File: config.mk
export PLATFORM = sky130hd
export DESIGN_NAME = axi_write_mux
export DESIGN_NICKNAME = d
export VERILOG_FILES = /design/src/rtl/axi_types_pkg.sv /design/src/rtl/mux_cfg_pkg.sv /design/src/rtl/aw_arbiter.sv /design/src/rtl/axi_write_mux.sv /design/src/rtl/b_demux.sv /design/src/rtl/w_mux.sv /design/src/rtl/w_route_fifo.sv
export SDC_FILE = /design/constraint.sdc
export NUM_CORES = 1
export LEC_CHECK = 0
export BUFFER_PORTS_ARGS = -buffer_cell sky130_fd_sc_hd__buf_2
export CORE_AREA = 5 5 177 179
export CTS_CLUSTER_DIAMETER = 80
export CTS_CLUSTER_SIZE = 10
export DETAILED_ROUTE_END_ITERATION = 12
export DIE_AREA = 0 0 182 184
export GPL_TIMING_DRIVEN = 1
export SKIP_LAST_GASP = 1
export SLEW_MARGIN = 20
export SYNTH_ARGS = -nofsm -noshare
export SYNTH_HDL_FRONTEND = slang
export SYNTH_SLANG_ARGS = --single-unit
File: constraint.sdc
create_clock -name clk_i -period 2.94 [get_ports clk_i]
set_input_delay 0.441 -clock clk_i [delete_from_list [all_inputs] [get_ports clk_i]]
set_output_delay 0.441 -clock clk_i [all_outputs]
set_load 0.03 [all_outputs]
File: src/rtl/axi_types_pkg.sv
/*
 * Field widths and vector types of the AXI4 write channels (AW, W, B).
 * Imported by every block that carries channel payload.
 */

package axi_types_pkg;

  // ----------------------------------------------------------------------
  // Field widths
  // ----------------------------------------------------------------------
  localparam int unsigned ID_W    = 4;
  localparam int unsigned ADDR_W  = 32;
  localparam int unsigned LEN_W   = 8;
  localparam int unsigned DATA_W  = 32;
  localparam int unsigned STRB_W  = DATA_W / 8;
  localparam int unsigned BRESP_W = 2;

  // Channel field types
  typedef logic [ID_W-1:0]    id_t;
  typedef logic [ADDR_W-1:0]  addr_t;
  typedef logic [LEN_W-1:0]   len_t;    // beats minus one
  typedef logic [DATA_W-1:0]  data_t;
  typedef logic [STRB_W-1:0]  strb_t;
  typedef logic [BRESP_W-1:0] bresp_t;

endpackage

File: src/rtl/mux_cfg_pkg.sv
/*
 * Port numbering and arbiter state shared by the write multiplexer blocks.
 */

package mux_cfg_pkg;

  // Upper bound for the NUM_PORTS parameter
  localparam int unsigned MAX_PORTS  = 4;
  localparam int unsigned PORT_IDX_W = $clog2(MAX_PORTS);

  typedef logic [PORT_IDX_W-1:0] port_idx_t;

  // Port number sits in the top ID bits, i.e. id[3:2] for a 4 bit ID
  localparam int unsigned ID_PORT_LSB = 2;

  // Address arbiter lock-in control
  typedef enum logic {
    ARB_IDLE,
    ARB_LOCKED
  } arb_state_t;

endpackage

File: src/rtl/aw_arbiter.sv
/*
 * Round-robin arbiter for the AW channel with lock-in. The chosen address
 * is offered combinationally and held until the downstream accepts it;
 * each accepted grant is pushed into the W route FIFO.
 */
`timescale 1ns/1ps

module aw_arbiter
  import axi_types_pkg::*;
  import mux_cfg_pkg::*;
#(
  parameter int unsigned NUM_PORTS = 4
) (
  input  logic                    clk_i,
  input  logic                    reset_i,
  input  id_t   [NUM_PORTS-1:0]   slv_aw_id_i,
  input  addr_t [NUM_PORTS-1:0]   slv_aw_addr_i,
  input  len_t  [NUM_PORTS-1:0]   slv_aw_len_i,
  input  logic  [NUM_PORTS-1:0]   slv_aw_valid_i,
  output logic  [NUM_PORTS-1:0]   slv_aw_ready_o,
  output id_t                     mst_aw_id_o,
  output addr_t                   mst_aw_addr_o,
  output len_t                    mst_aw_len_o,
  output logic                    mst_aw_valid_o,
  input  logic                    mst_aw_ready_i,
  input  logic                    route_full_i,
  output logic                    route_push_o,
  output port_idx_t               route_idx_o
);

  arb_state_t state_q;
  port_idx_t  lock_idx_q;
  port_idx_t  rr_ptr_q;
  port_idx_t  pick_idx;
  logic       pick_valid;
  port_idx_t  grant_idx;
  logic       aw_xfer;

  // First requesting port at or after the priority pointer
  always_comb begin : proc_pick
    int unsigned idx;
    pick_idx   = '0;
    pick_valid = 1'b0;
    for (int unsigned i = 0; i < NUM_PORTS; i++) begin
      idx = (rr_ptr_q + i) % NUM_PORTS;
      if (!pick_valid && slv_aw_valid_i[idx]) begin
        pick_valid = 1'b1;
        pick_idx   = port_idx_t'(idx);
      end
    end
  end

  // ----------------------------------------------------------------------
  // Grant and handshake
  // ----------------------------------------------------------------------
  // The FIFO cannot fill while locked, only this block pushes into it
  assign grant_idx      = (state_q == ARB_LOCKED) ? lock_idx_q : pick_idx;
  assign mst_aw_valid_o = (state_q == ARB_LOCKED) || (pick_valid && !route_full_i);
  assign aw_xfer        = mst_aw_valid_o && mst_aw_ready_i;

  assign mst_aw_id_o   = slv_aw_id_i[grant_idx];
  assign mst_aw_addr_o = slv_aw_addr_i[grant_idx];
  assign mst_aw_len_o  = slv_aw_len_i[grant_idx];

  always_comb begin : proc_ready
    slv_aw_ready_o = '0;
    if (aw_xfer) begin
      slv_aw_ready_o[grant_idx] = 1'b1;
    end
  end

  assign route_push_o = aw_xfer;
  assign route_idx_o  = grant_idx;

  // ----------------------------------------------------------------------
  // Lock-in FSM and priority pointer
  // ----------------------------------------------------------------------
  always_ff @(posedge clk_i) begin
    if (reset_i) begin
      state_q    <= ARB_IDLE;
      lock_idx_q <= '0;
      rr_ptr_q   <= '0;
    end else begin
      case (state_q)
        ARB_IDLE: begin
          // Offered but not taken, hold this port
          if (mst_aw_valid_o && !mst_aw_ready_i) begin
            state_q    <= ARB_LOCKED;
            lock_idx_q <= pick_idx;
          end
        end
        ARB_LOCKED: begin
          if (mst_aw_ready_i) begin
            state_q <= ARB_IDLE;
          end
        end
        default: state_q <= ARB_IDLE;
      endcase
      if (aw_xfer) begin
        rr_ptr_q <= (grant_idx == NUM_PORTS - 1) ? '0 : port_idx_t'(grant_idx + 1'b1);
      end
    end
  end

endmodule

File: src/rtl/axi_write_mux.sv
/*
 * Write-only AXI4 multiplexer. Merges the AW, W and B channels of
 * NUM_PORTS upstream masters onto one downstream port.
 */
`timescale 1ns/1ps

module axi_write_mux
  import axi_types_pkg::*;
  import mux_cfg_pkg::*;
#(
  parameter int unsigned NUM_PORTS   = 4,
  parameter int unsigned MAX_W_TRANS = 8
) (
  input  logic                   clk_i,
  input  logic                   reset_i,
  // Upstream AW
  input  id_t    [NUM_PORTS-1:0] slv_aw_id_i,
  input  addr_t  [NUM_PORTS-1:0] slv_aw_addr_i,
  input  len_t   [NUM_PORTS-1:0] slv_aw_len_i,
  input  logic   [NUM_PORTS-1:0] slv_aw_valid_i,
  output logic   [NUM_PORTS-1:0] slv_aw_ready_o,
  // Upstream W
  input  data_t  [NUM_PORTS-1:0] slv_w_data_i,
  input  strb_t  [NUM_PORTS-1:0] slv_w_strb_i,
  input  logic   [NUM_PORTS-1:0] slv_w_last_i,
  input  logic   [NUM_PORTS-1:0] slv_w_valid_i,
  output logic   [NUM_PORTS-1:0] slv_w_ready_o,
  // Upstream B
  output id_t    [NUM_PORTS-1:0] slv_b_id_o,
  output bresp_t [NUM_PORTS-1:0] slv_b_resp_o,
  output logic   [NUM_PORTS-1:0] slv_b_valid_o,
  input  logic   [NUM_PORTS-1:0] slv_b_ready_i,
  // Downstream AW
  output id_t                    mst_aw_id_o,
  output addr_t                  mst_aw_addr_o,
  output len_t                   mst_aw_len_o,
  output logic                   mst_aw_valid_o,
  input  logic                   mst_aw_ready_i,
  // Downstream W
  output data_t                  mst_w_data_o,
  output strb_t                  mst_w_strb_o,
  output logic                   mst_w_last_o,
  output logic                   mst_w_valid_o,
  input  logic                   mst_w_ready_i,
  // Downstream B
  input  id_t                    mst_b_id_i,
  input  bresp_t                 mst_b_resp_i,
  input  logic                   mst_b_valid_i,
  output logic                   mst_b_ready_o
);

  // Route FIFO links the AW grant order to the W drain order
  logic      route_push;
  port_idx_t route_idx;
  logic      route_full;
  logic      route_empty;
  logic      route_pop;
  port_idx_t head_idx;

  // ----------------------------------------------------------------------
  // AW channel
  // ----------------------------------------------------------------------
  aw_arbiter #(
    .NUM_PORTS      ( NUM_PORTS      )
  ) aw_arbiter_inst (
    .clk_i          ( clk_i          ),
    .reset_i        ( reset_i        ),
    .slv_aw_id_i    ( slv_aw_id_i    ),
    .slv_aw_addr_i  ( slv_aw_addr_i  ),
    .slv_aw_len_i   ( slv_aw_len_i   ),
    .slv_aw_valid_i ( slv_aw_valid_i ),
    .slv_aw_ready_o ( slv_aw_ready_o ),
    .mst_aw_id_o    ( mst_aw_id_o    ),
    .mst_aw_addr_o  ( mst_aw_addr_o  ),
    .mst_aw_len_o   ( mst_aw_len_o   ),
    .mst_aw_valid_o ( mst_aw_valid_o ),
    .mst_aw_ready_i ( mst_aw_ready_i ),
    .route_full_i   ( route_full     ),
    .route_push_o   ( route_push     ),
    .route_idx_o    ( route_idx      )
  );

  w_route_fifo #(
    .MAX_W_TRANS ( MAX_W_TRANS )
  ) w_route_fifo_inst (
    .clk_i       ( clk_i       ),
    .reset_i     ( reset_i     ),
    .push_i      ( route_push  ),
    .push_idx_i  ( route_idx   ),
    .pop_i       ( route_pop   ),
    .head_idx_o  ( head_idx    ),
    .full_o      ( route_full  ),
    .empty_o     ( route_empty )
  );

  // ----------------------------------------------------------------------
  // W and B channels
  // ----------------------------------------------------------------------
  w_mux #(
    .NUM_PORTS     ( NUM_PORTS     )
  ) w_mux_inst (
    .slv_w_data_i  ( slv_w_data_i  ),
    .slv_w_strb_i  ( slv_w_strb_i  ),
    .slv_w_last_i  ( slv_w_last_i  ),
    .slv_w_valid_i ( slv_w_valid_i ),
    .slv_w_ready_o ( slv_w_ready_o ),
    .head_idx_i    ( head_idx      ),
    .route_empty_i ( route_empty   ),
    .mst_w_data_o  ( mst_w_data_o  ),
    .mst_w_strb_o  ( mst_w_strb_o  ),
    .mst_w_last_o  ( mst_w_last_o  ),
    .mst_w_valid_o ( mst_w_valid_o ),
    .mst_w_ready_i ( mst_w_ready_i ),
    .route_pop_o   ( route_pop     )
  );

  b_demux #(
    .NUM_PORTS     ( NUM_PORTS     )
  ) b_demux_inst (
    .mst_b_id_i    ( mst_b_id_i    ),
    .mst_b_resp_i  ( mst_b_resp_i  ),
    .mst_b_valid_i ( mst_b_valid_i ),
    .mst_b_ready_o ( mst_b_ready_o ),
    .slv_b_id_o    ( slv_b_id_o    ),
    .slv_b_resp_o  ( slv_b_resp_o  ),
    .slv_b_valid_o ( slv_b_valid_o ),
    .slv_b_ready_i ( slv_b_ready_i )
  );

endmodule

File: src/rtl/b_demux.sv
/*
 * B channel demultiplexer. The response goes back to the port whose number
 * sits in the top bits of the write ID; that port's ready is returned.
 */
`timescale 1ns/1ps

module b_demux
  import axi_types_pkg::*;
  import mux_cfg_pkg::*;
#(
  parameter int unsigned NUM_PORTS = 4
) (
  input  id_t                    mst_b_id_i,
  input  bresp_t                 mst_b_resp_i,
  input  logic                   mst_b_valid_i,
  output logic                   mst_b_ready_o,
  output id_t    [NUM_PORTS-1:0] slv_b_id_o,
  output bresp_t [NUM_PORTS-1:0] slv_b_resp_o,
  output logic   [NUM_PORTS-1:0] slv_b_valid_o,
  input  logic   [NUM_PORTS-1:0] slv_b_ready_i
);

  port_idx_t b_port;

  // Upstream masters must place their port number here
  assign b_port = mst_b_id_i[ID_PORT_LSB +: PORT_IDX_W];

  // Payload is broadcast, only valid is steered
  for (genvar p = 0; p < NUM_PORTS; p++) begin : gen_b_copy
    assign slv_b_id_o[p]   = mst_b_id_i;
    assign slv_b_resp_o[p] = mst_b_resp_i;
  end

  always_comb begin : proc_b_valid
    slv_b_valid_o         = '0;
    slv_b_valid_o[b_port] = mst_b_valid_i;
  end

  assign mst_b_ready_o = slv_b_ready_i[b_port];

endmodule

File: src/rtl/w_mux.sv
/*
 * W channel multiplexer. Connects the port at the route FIFO head to the
 * downstream W channel and pops the FIFO on the last beat of the burst.
 */
`timescale 1ns/1ps

module w_mux
  import axi_types_pkg::*;
  import mux_cfg_pkg::*;
#(
  parameter int unsigned NUM_PORTS = 4
) (
  input  data_t [NUM_PORTS-1:0] slv_w_data_i,
  input  strb_t [NUM_PORTS-1:0] slv_w_strb_i,
  input  logic  [NUM_PORTS-1:0] slv_w_last_i,
  input  logic  [NUM_PORTS-1:0] slv_w_valid_i,
  output logic  [NUM_PORTS-1:0] slv_w_ready_o,
  input  port_idx_t             head_idx_i,
  input  logic                  route_empty_i,
  output data_t                 mst_w_data_o,
  output strb_t                 mst_w_strb_o,
  output logic                  mst_w_last_o,
  output logic                  mst_w_valid_o,
  input  logic                  mst_w_ready_i,
  output logic                  route_pop_o
);

  // Payload always follows the head port
  assign mst_w_data_o = slv_w_data_i[head_idx_i];
  assign mst_w_strb_o = slv_w_strb_i[head_idx_i];
  assign mst_w_last_o = slv_w_last_i[head_idx_i];

  always_comb begin : proc_w_hs
    mst_w_valid_o = 1'b0;
    slv_w_ready_o = '0;
    route_pop_o   = 1'b0;
    if (!route_empty_i) begin
      mst_w_valid_o             = slv_w_valid_i[head_idx_i];
      slv_w_ready_o[head_idx_i] = mst_w_ready_i;
      // Burst done, move to the next granted port
      route_pop_o = slv_w_valid_i[head_idx_i] && mst_w_ready_i && slv_w_last_i[head_idx_i];
    end
  end

endmodule

File: src/rtl/w_route_fifo.sv
/*
 * FIFO of granted port numbers, one entry per accepted write address.
 * The head names the port whose W burst is drained next. No fall-through.
 */
`timescale 1ns/1ps

module w_route_fifo
  import mux_cfg_pkg::*;
#(
  parameter int unsigned MAX_W_TRANS = 8
) (
  input  logic      clk_i,
  input  logic      reset_i,
  input  logic      push_i,
  input  port_idx_t push_idx_i,
  input  logic      pop_i,
  output port_idx_t head_idx_o,
  output logic      full_o,
  output logic      empty_o
);

  localparam int unsigned PTR_W = (MAX_W_TRANS > 1) ? $clog2(MAX_W_TRANS) : 1;
  localparam int unsigned CNT_W = $clog2(MAX_W_TRANS + 1);

  typedef logic [PTR_W-1:0] ptr_t;
  typedef logic [CNT_W-1:0] cnt_t;

  port_idx_t mem_q [MAX_W_TRANS];
  ptr_t      wr_ptr_q;
  ptr_t      rd_ptr_q;
  cnt_t      count_q;
  logic      do_push;
  logic      do_pop;

  assign do_push = push_i && !full_o;
  assign do_pop  = pop_i && !empty_o;

  assign full_o     = (count_q == cnt_t'(MAX_W_TRANS));
  assign empty_o    = (count_q == '0);
  assign head_idx_o = mem_q[rd_ptr_q];

  // Storage
  always_ff @(posedge clk_i) begin
    if (do_push) begin
      mem_q[wr_ptr_q] <= push_idx_i;
    end
  end

  // ----------------------------------------------------------------------
  // Pointers and fill count
  // ----------------------------------------------------------------------
  always_ff @(posedge clk_i) begin
    if (reset_i) begin
      wr_ptr_q <= '0;
      rd_ptr_q <= '0;
      count_q  <= '0;
    end else begin
      if (do_push) begin
        wr_ptr_q <= (wr_ptr_q == ptr_t'(MAX_W_TRANS - 1)) ? '0 : ptr_t'(wr_ptr_q + 1'b1);
      end
      if (do_pop) begin
        rd_ptr_q <= (rd_ptr_q == ptr_t'(MAX_W_TRANS - 1)) ? '0 : ptr_t'(rd_ptr_q + 1'b1);
      end
      // Simultaneous push and pop leave the count alone
      case ({do_push, do_pop})
        2'b10:   count_q <= cnt_t'(count_q + 1'b1);
        2'b01:   count_q <= cnt_t'(count_q - 1'b1);
        default: count_q <= count_q;
      endcase
    end
  end

endmodule
==> flow_metrics.env, run 1 <==
export IMPL_fin_crit_sh_pct=102.6
export IMPL_post_route_worst_setup_slack_ps=-75.23
export IMPL_leakage_nw=4.498
export IMPL_worstPathMaxFanout=3
export IMPL_clk_path_buf_depth=2
export IMPL_cp_slowest_stage_delay_ps=500
export IMPL_ys_types=42
export IMPL_maxCapViolations=0
export IMPL_synthesis_area_um2=4446
export IMPL_synth_ff_latch_count=34
export IMPL_violations="setup timing"
export IMPL_synth_edff_count=16
export IMPL_vias=6032
export IMPL_synth_ff_type="dfxtp_1"
export IMPL_drt_total_wl_mm=24.69
export IMPL_fmax_ghz=0.3316
export IMPL_endpoint_kind="register"
export IMPL_fin_util_pct=26.54
export IMPL_multi_input_area_um2=3313
export IMPL_clock_tree_root_cell="clkbuf_16"
export IMPL_grt_max_degree=55
export IMPL_syn_inst=572
export IMPL_r2r_slack_ps=-80
export IMPL_path_delay_family="multiplexers"
export IMPL_cts_clk_slew_worst_paths_ps=60
export IMPL_holdWs_ps=475.3
export IMPL_finalCriticalPeriod_ps=3015
export IMPL_dr_first_iter_drc_count=155
export IMPL_drc=0
export IMPL_cp_start_kind="register"
export IMPL_finalPower_mw=3.496
export IMPL_rsz0062_at_grt="yes"
export IMPL_finalHoldViolCount=0
export IMPL_hpwlAfterDp_mm=21.31
export IMPL_synth_top_cell_area_share_pct=31.97
export IMPL_cp_arrival_ps=3230
export IMPL_placed_area_um2=7281
export IMPL_setup_tns_ps=-107.5
export IMPL_detail_route_antenna_nets=0
export IMPL_grt_pass1_wl_mm=33.71
export IMPL_reg2reg_depth=12
export IMPL_powerDensity_nw_per_um2=448.0
export IMPL_endpoint="w_route_fifo_inst.count_q[2]$_SDFFE_PP0P_"
export IMPL_syn_area_per_cell_um2=7.772
export IMPL_cp_depth=12
export IMPL_wl_per_cell_um=17.41
export IMPL_syn_nets=930
export IMPL_drive_gt1_share_pct=53.76
export IMPL_cp_num_buf_inv=1
export IMPL_synthToLayoutAreaGrowth_pct=75.51
export IMPL_port_buffer_count=446
export IMPL_slew_headroom_pct=67.11
export IMPL_criticalPathCategory="reg2reg"
export IMPL_critical_path_slowest_cell="mux4_2"
export IMPL_clock_sinks=34
export IMPL_yosysSeqAreaShare_pct=18.91
export IMPL_yosysMostFrequentCell="nand2_1"
export IMPL_finalClockSkew_ps=6.513
export IMPL_core_um2=29400
export IMPL_hold_path_class="reg2reg"
export IMPL_gp_congestion=0.9228
export IMPL_ff_latch_area_um2=845.8
export IMPL_grt_pass1_vias=6127
export IMPL_clk_insertion_delay_late_ps=270
export IMPL_track_usage_pct=12.89
export IMPL_antenna_found_initial=14
export IMPL_rows=63
export IMPL_ys_warn_count=0
export IMPL_cts_hold_buf=0
export IMPL_peakVddDrop_mv=0.2449
export IMPL_crit_chain="mux4_2 > mux2_4 > mux4_2 > nand4_4 > inv_4 > ha_4 > xor2_2 > ha_2 > a21oi_2 > xor2_1 > or3_1 > a21oi_2"
export IMPL_async_flop_share_pct=0
export IMPL_status="finished, violations left"
export IMPL_htreeDepth=2
export IMPL_fin_area_um2=7802
export IMPL_cp_data_required_time_ps=3150
export IMPL_fin_nets=1380
export IMPL_maxSlewViolCount=0
export IMPL_dieArea_um2=33490
export IMPL_die_x_um=182
export IMPL_design_portCount=467
export IMPL_ys_top_cells_by_count="153 x nand2_1, 142 x mux2i_1, 41 x and3_1"
export IMPL_synthTopCellsByArea="mux2i_1 32%, nand2_1 13%, edfxtp_1 11%"
export IMPL_initial_core_util_pct=15.12
export IMPL_gr_total_overflow=0
export IMPL_numCtsBuffers=5
export IMPL_r2r_end="w_route_fifo_inst.count_q[2]$_SDFFE_PP0P_"
export IMPL_setup_viol=2
export IMPL_synth_top_area_cell="mux2i_1"
export IMPL_cts_tree="yes"
export IMPL_fillers=3222
export IMPL_tightestPinTransition_ps=488.9
export IMPL_first_pass_iters=4
export IMPL_viasPerCell=4.254
export IMPL_die_h_um=184
-- registers in the layout (all words and copies together) (netlist names), named ones only --
register                    count
aw_arbiter_inst.rr_ptr_q        2
w_route_fifo_inst.wr_ptr_q      3
w_route_fifo_inst.mem_q        16
w_route_fifo_inst.count_q       4
aw_arbiter_inst.lock_idx_q      2
w_route_fifo_inst.rd_ptr_q      3
aw_arbiter_inst.state_q         1
-- power breakdown --
group,internal [mW],switching [mW]
clock,0.334,0.181
sequential,0.529,0.0209
combinational,1.01,1.42
total,1.87,1.62
-- cell type report --
cell class	count	area share, %
Timing Repair Buffer	509	37.96
Inverter	6	0.3849
Clock inverter	2	0.1604
Antenna cell	5	0.1604
Tap cell	390	6.254
Sequential cell	34	10.84
Multi-Input combinational cell	466	42.46
Clock buffer	6	1.780
-- repair_timing --
item | in CTS | in global routing
pin swaps | 0 | 3
buffers inserted | 2 | 6
cloned | 1 | 5
endpoints found under the setup margin | 59 | 44
resized for setup | 10 | 37
-- kinds of logic (layout without fill, tap and decap cells) --
group                    after synthesis  in the layout  share of synthesized area (%)
AND/OR/NAND/NOR                      242            242                          24.99
other                                  0              5                              0
AO/OA/AOI/OAI                         59             59                          7.993
multiplexers                         150            150                          35.60
XOR/XNOR                               4              4                         0.7882
buffers and inverters                 72            523                          8.612
flip-flops                            34             34                          18.91
adder cells (fa/ha/maj)               11             11                          3.096
-- placed cells by master (no fill, tap or decap), types with 5 or more instances in the layout --
| cell type | n |
|---|---|
| buf_2 | 430 |
| nand2_1 | 153 |
| mux2i_1 | 137 |
| buf_4 | 61 |
| and3_1 | 41 |
| a31oi_1 | 34 |
| nor2_1 | 17 |
| dfxtp_1 | 16 |
| edfxtp_1 | 16 |
| a21oi_1 | 10 |
| clkbuf_16 | 10 |
| ha_1 | 9 |
| mux4_2 | 6 |
| nand2b_1 | 6 |
| diode_2 | 5 |
| o21ai_0 | 5 |
| buf_12 | 5 |
-- metal layers --
layer  wire length [um]  global-route usage [%]
met4               1027                   6.214
met3               2263                   3.106
met5                  0                       0
met2              13050                   24.26
met1               8349                   13.40
-- worst min-delay path, stage by stage (launching register included) --
cell	delay, ps
dfxtp_1	300
o21ai_0	70
a21oi_1	60
-- worst min path at each step --
stage                                                    start                                         end  slack [ps]  cells after the start
global route        aw_arbiter_inst.lock_idx_q[0]$_SDFFE_PP0P_  aw_arbiter_inst.lock_idx_q[0]$_SDFFE_PP0P_         520                      2
CTS                 aw_arbiter_inst.lock_idx_q[0]$_SDFFE_PP0P_  aw_arbiter_inst.lock_idx_q[0]$_SDFFE_PP0P_         480                      2
global placement    aw_arbiter_inst.lock_idx_q[0]$_SDFFE_PP0P_  aw_arbiter_inst.lock_idx_q[0]$_SDFFE_PP0P_         460                      2
detailed placement  aw_arbiter_inst.lock_idx_q[0]$_SDFFE_PP0P_  aw_arbiter_inst.lock_idx_q[0]$_SDFFE_PP0P_         470                      2
finish              aw_arbiter_inst.lock_idx_q[0]$_SDFFE_PP0P_  aw_arbiter_inst.lock_idx_q[0]$_SDFFE_PP0P_         480                      2
floorplan           aw_arbiter_inst.lock_idx_q[0]$_SDFFE_PP0P_  aw_arbiter_inst.lock_idx_q[0]$_SDFFE_PP0P_         440                      2
-- per-stage QoR --
step	setup WS, ps	std cells
global placement	-117.6	1391
floorplan	-184.8	572
global route	-168.7	1418
finish	-75.23	1418
CTS	-86.14	1402
detailed placement	-100.8	1391
Note: power is estimated with default switching activity, not from simulation.
==> run 2: changes to the inputs <==
--- a/config.mk
+++ b/config.mk
@@ -6,14 +6,15 @@
 export NUM_CORES = 1
 export LEC_CHECK = 0
 export BUFFER_PORTS_ARGS = -buffer_cell sky130_fd_sc_hd__buf_2
-export CORE_AREA = 5 5 177 179
+export CORE_AREA = 5 5 178 180
 export CTS_CLUSTER_DIAMETER = 80
 export CTS_CLUSTER_SIZE = 10
 export DETAILED_ROUTE_END_ITERATION = 12
-export DIE_AREA = 0 0 182 184
+export DIE_AREA = 0 0 183 185
 export GPL_TIMING_DRIVEN = 1
 export SKIP_LAST_GASP = 1
 export SLEW_MARGIN = 20
 export SYNTH_ARGS = -nofsm -noshare
 export SYNTH_HDL_FRONTEND = slang
+export SYNTH_HIERARCHICAL = 1
 export SYNTH_SLANG_ARGS = --single-unit
==> run 2 against run 1 <==
The run still ends with setup timing left. Register-to-register slack worse by 180 ps. Synthesized area rose by 1.7%. Combinational power down 27%. Worst hold slack worse by 120 ps. Global-route usage decreased by 2.6 points. Clock skew about the same. Sequential share of layout area is 0.64 points higher. Sequential power shrank 2%. Sequential cell count did not move. Count of clock-buffer cells in the layout up 1. Non-clock buffer count is 26 lower. Power shrank 16%. Largest power group unchanged.
==> flow_metrics.env, run 2 <==
export IMPL_synthTopCellsByArea="mux2i_1 31%, mux4_1 12%, mux4_2 11%"
export IMPL_ys_types=47
export IMPL_fin_cells=1218
export IMPL_fmax_ghz=0.3129
export IMPL_multi_input_area_um2=3253
export IMPL_maxSlewViolCount=0
export IMPL_syn_area_per_cell_um2=11.92
export IMPL_dieArea_um2=33860
export IMPL_drt_met1_wl_mm=7.025
export IMPL_top_regs="w_route_fifo_inst/mem_q x16, w_route_fifo_inst/count_q x4"
export IMPL_ys_warn_count=6
export IMPL_drc=0
export IMPL_synth_ff_type="dfxtp_1"
export IMPL_leakage_nw=3.922
export IMPL_cp_data_required_time_ps=3150
export IMPL_violations="setup timing"
export IMPL_fin_crit_sh_pct=108.7
export IMPL_finalClockSkew_ps=6.587
export IMPL_initial_core_util_pct=15.05
export IMPL_clk_insertion_delay_late_ps=280
export IMPL_die_x_um=183
export IMPL_post_route_worst_setup_slack_ps=-256.1
export IMPL_criticalPathCategory="reg2reg"
export IMPL_wl_met2_mm=10.99
export IMPL_gp_congestion=0.8006
export IMPL_numCtsBuffers=5
export IMPL_final_common_cell="buf_2"
export IMPL_drt_total_wl_mm=20.26
export IMPL_htreeDepth=2
export IMPL_syn_nets=733
export IMPL_async_flop_share_pct=0
export IMPL_route_met3_wl_mm=2.027
export IMPL_ff_latch_area_um2=844.6
export IMPL_dp_slack_ps=-286.0
export IMPL_yosysMostFrequentCell="mux2i_1"
export IMPL_cp_start_kind="register"
export IMPL_detail_route_antenna_nets=0
export IMPL_gr_total_overflow=0
export IMPL_clk_path_buf_depth=2
export IMPL_finalHoldViolCount=0
export IMPL_worstPathMaxFanout=4
export IMPL_grt_pass1_vias=4909
export IMPL_core_um2=30030
export IMPL_dp_cells=1200
export IMPL_hpwlAfterDp_mm=17.98
export IMPL_cts_tree="yes"
export IMPL_cp_arrival_ps=3410
export IMPL_setup_viol=24
export IMPL_status="finished, violations left"
export IMPL_synth_compound_area_share_pct=3.987
export IMPL_ys_top_cells_by_count="140 x mux2i_1, 25 x buf_4, 22 x mux4_2"
export IMPL_synth_top_cell_area_share_pct=31.01
export IMPL_dr_first_iter_drc_count=100
export IMPL_synth_xor_area_share_pct=0.7752
export IMPL_rsz0062_at_grt="yes"
export IMPL_synth_simple_area_share_pct=8.361
export IMPL_finalCriticalPeriod_ps=3196
export IMPL_endpoint_kind="register"
export IMPL_synthToLayoutAreaGrowth_pct=62.85
export IMPL_die_h_um=185
export IMPL_synthesis_area_um2=4519
export IMPL_rows=64
export IMPL_grt_max_degree=42
export IMPL_synth_top_area_cell="mux2i_1"
export IMPL_regMostFlops="w_route_fifo_inst/mem_q"
export IMPL_hold_path_class="in2reg"
export IMPL_largest_reg_flops=16
export IMPL_fillers=3282
export IMPL_design_portCount=467
export IMPL_final_cell_mix="446 x buf_2, 139 x mux2i_1, 33 x buf_4"
export IMPL_vias=4873
export IMPL_antenna_found_initial=6
export IMPL_synth_edff_count=16
export IMPL_synthMuxAreaShare_pct=54.93
export IMPL_synth_ff_latch_count=34
export IMPL_clock_sinks=34
export IMPL_holdWs_ps=356.4
export IMPL_synth_top_family_by_area="multiplexers"
export IMPL_synth_fa_ha_area_share_pct=1.938
export IMPL_wl_per_cell_um=16.63
export IMPL_grt_pass1_wl_mm=27.14
export IMPL_viasPerCell=4.001
export IMPL_slew_headroom_pct=57.83
export IMPL_powerDensity_nw_per_um2=396.7
export IMPL_drive_gt1_share_pct=65.28
export IMPL_maxCapViolations=0
export IMPL_yosysSeqAreaShare_pct=18.60
export IMPL_port_buffer_count=446
export IMPL_cts_clk_slew_worst_paths_ps=50
export IMPL_cts_hold_buf=0
export IMPL_clock_tree_root_cell="clkbuf_16"
export IMPL_peakVddDrop_mv=0.2038
export IMPL_highest_layer="met4"
export IMPL_fin_nets=1171
export IMPL_tightestPinTransition_ps=632.6
export IMPL_first_pass_iters=4
export IMPL_fin_util_pct=24.51
export IMPL_setup_tns_ps=-1382
export IMPL_syn_inst=379
export IMPL_track_usage_pct=10.29
run 2: changes by cell type after synthesis, sizes merged, moves of 4 or more:
cell	previous run	this run
nand2b	6	2
ha	11	7
buf	46	50
and3	41	3
a31oi	36	2
nor2b	0	4
and3b	1	5
nand2	154	8
mux4	6	43
clkbuf	20	2
nor3b	1	6
run 2: per-layer routing:
layer / global-route usage [%] / vias to the layer above
li1: - / 2367
met1: 10.99 / 2191
met2: 19.91 / 299
met3: 2.907 / 16
met4: 2.443 / 0
met5: 0 / -
run 2: cell families after synthesis:
| kind of cell | Yosys count |
|---|---|
| buffers and inverters | 57 |
| XOR/XNOR | 4 |
| multiplexers | 186 |
| AO/OA/AOI/OAI | 26 |
| adder cells (fa/ha/maj) | 7 |
| flip-flops | 34 |
| AND/OR/NAND/NOR | 65 |
run 2: power by group:
| part | leakage [nW] | total [mW] | internal (mW) | switching, mW |
|---|---|---|---|---|
| Combinational | 3.54 | 1.77 | 0.759 | 1.02 |
| Clock | 0.0841 | 0.605 | 0.423 | 0.183 |
| Sequential | 0.295 | 0.539 | 0.521 | 0.0180 |
run 2: cell type report:
cell class                      count  share of cell area (%)
Multi-Input combinational cell    288                   44.20
Timing Repair Buffer              483                   34.85
Sequential cell                    34                   11.48
Tap cell                          396                   6.732
Clock buffer                        7                   1.938
Clock inverter                      1                  0.4080
Inverter                            5                  0.2550
Antenna cell                        4                  0.1360
run 2: final timing paths:
kind | from | to | slack [ps] | cells past startpoint
max | register | w_route_fifo_inst/count_q[2]$_SDFFE_PP0P_ | -260 | 13
min | mst_aw_ready_i | aw_arbiter_inst/state_q$_SDFF_PP0_ | 360 | 2
max reg2reg | register | w_route_fifo_inst/count_q[2]$_SDFFE_PP0P_ | -260 | 13
min reg2reg | w_route_fifo_inst/rd_ptr_q[2]$_SDFFE_PP0N_ | register | 480 | 2
run 2: through the flow:
stage,power (mW),area (um^2)
6_report,2.919,7360
5_1_grt,3.084,7360
4_1_cts,2.941,7282
3_5_place_dp,2.318,7084
3_3_place_gp,2.303,7084
2_1_floorplan,1.808,4564
run 2: timing repair:
| action | CTS | global route |
|---|---|---|
| cloned | 0 | 1 |
| pin swaps | 4 | 1 |
| resized for setup | 1 | 4 |
| endpoints found under the setup margin | 37 | 63 |
| endpoints found under the hold margin | 0 | 0 |
| buffers inserted | 2 | 3 |
run 2: critical path: stages, from the launching register on:
cell and delay (ps):
dfxtp_4 370, mux4_2 490, mux2_4 310, mux4_2 440, and3_4 200, o41ai_4 50, inv_2 110, ha_4 190
xor2_1 140, ha_2 190, a21oi_2 30, xor2_1 150, or3_1 330, a21oi_2 110
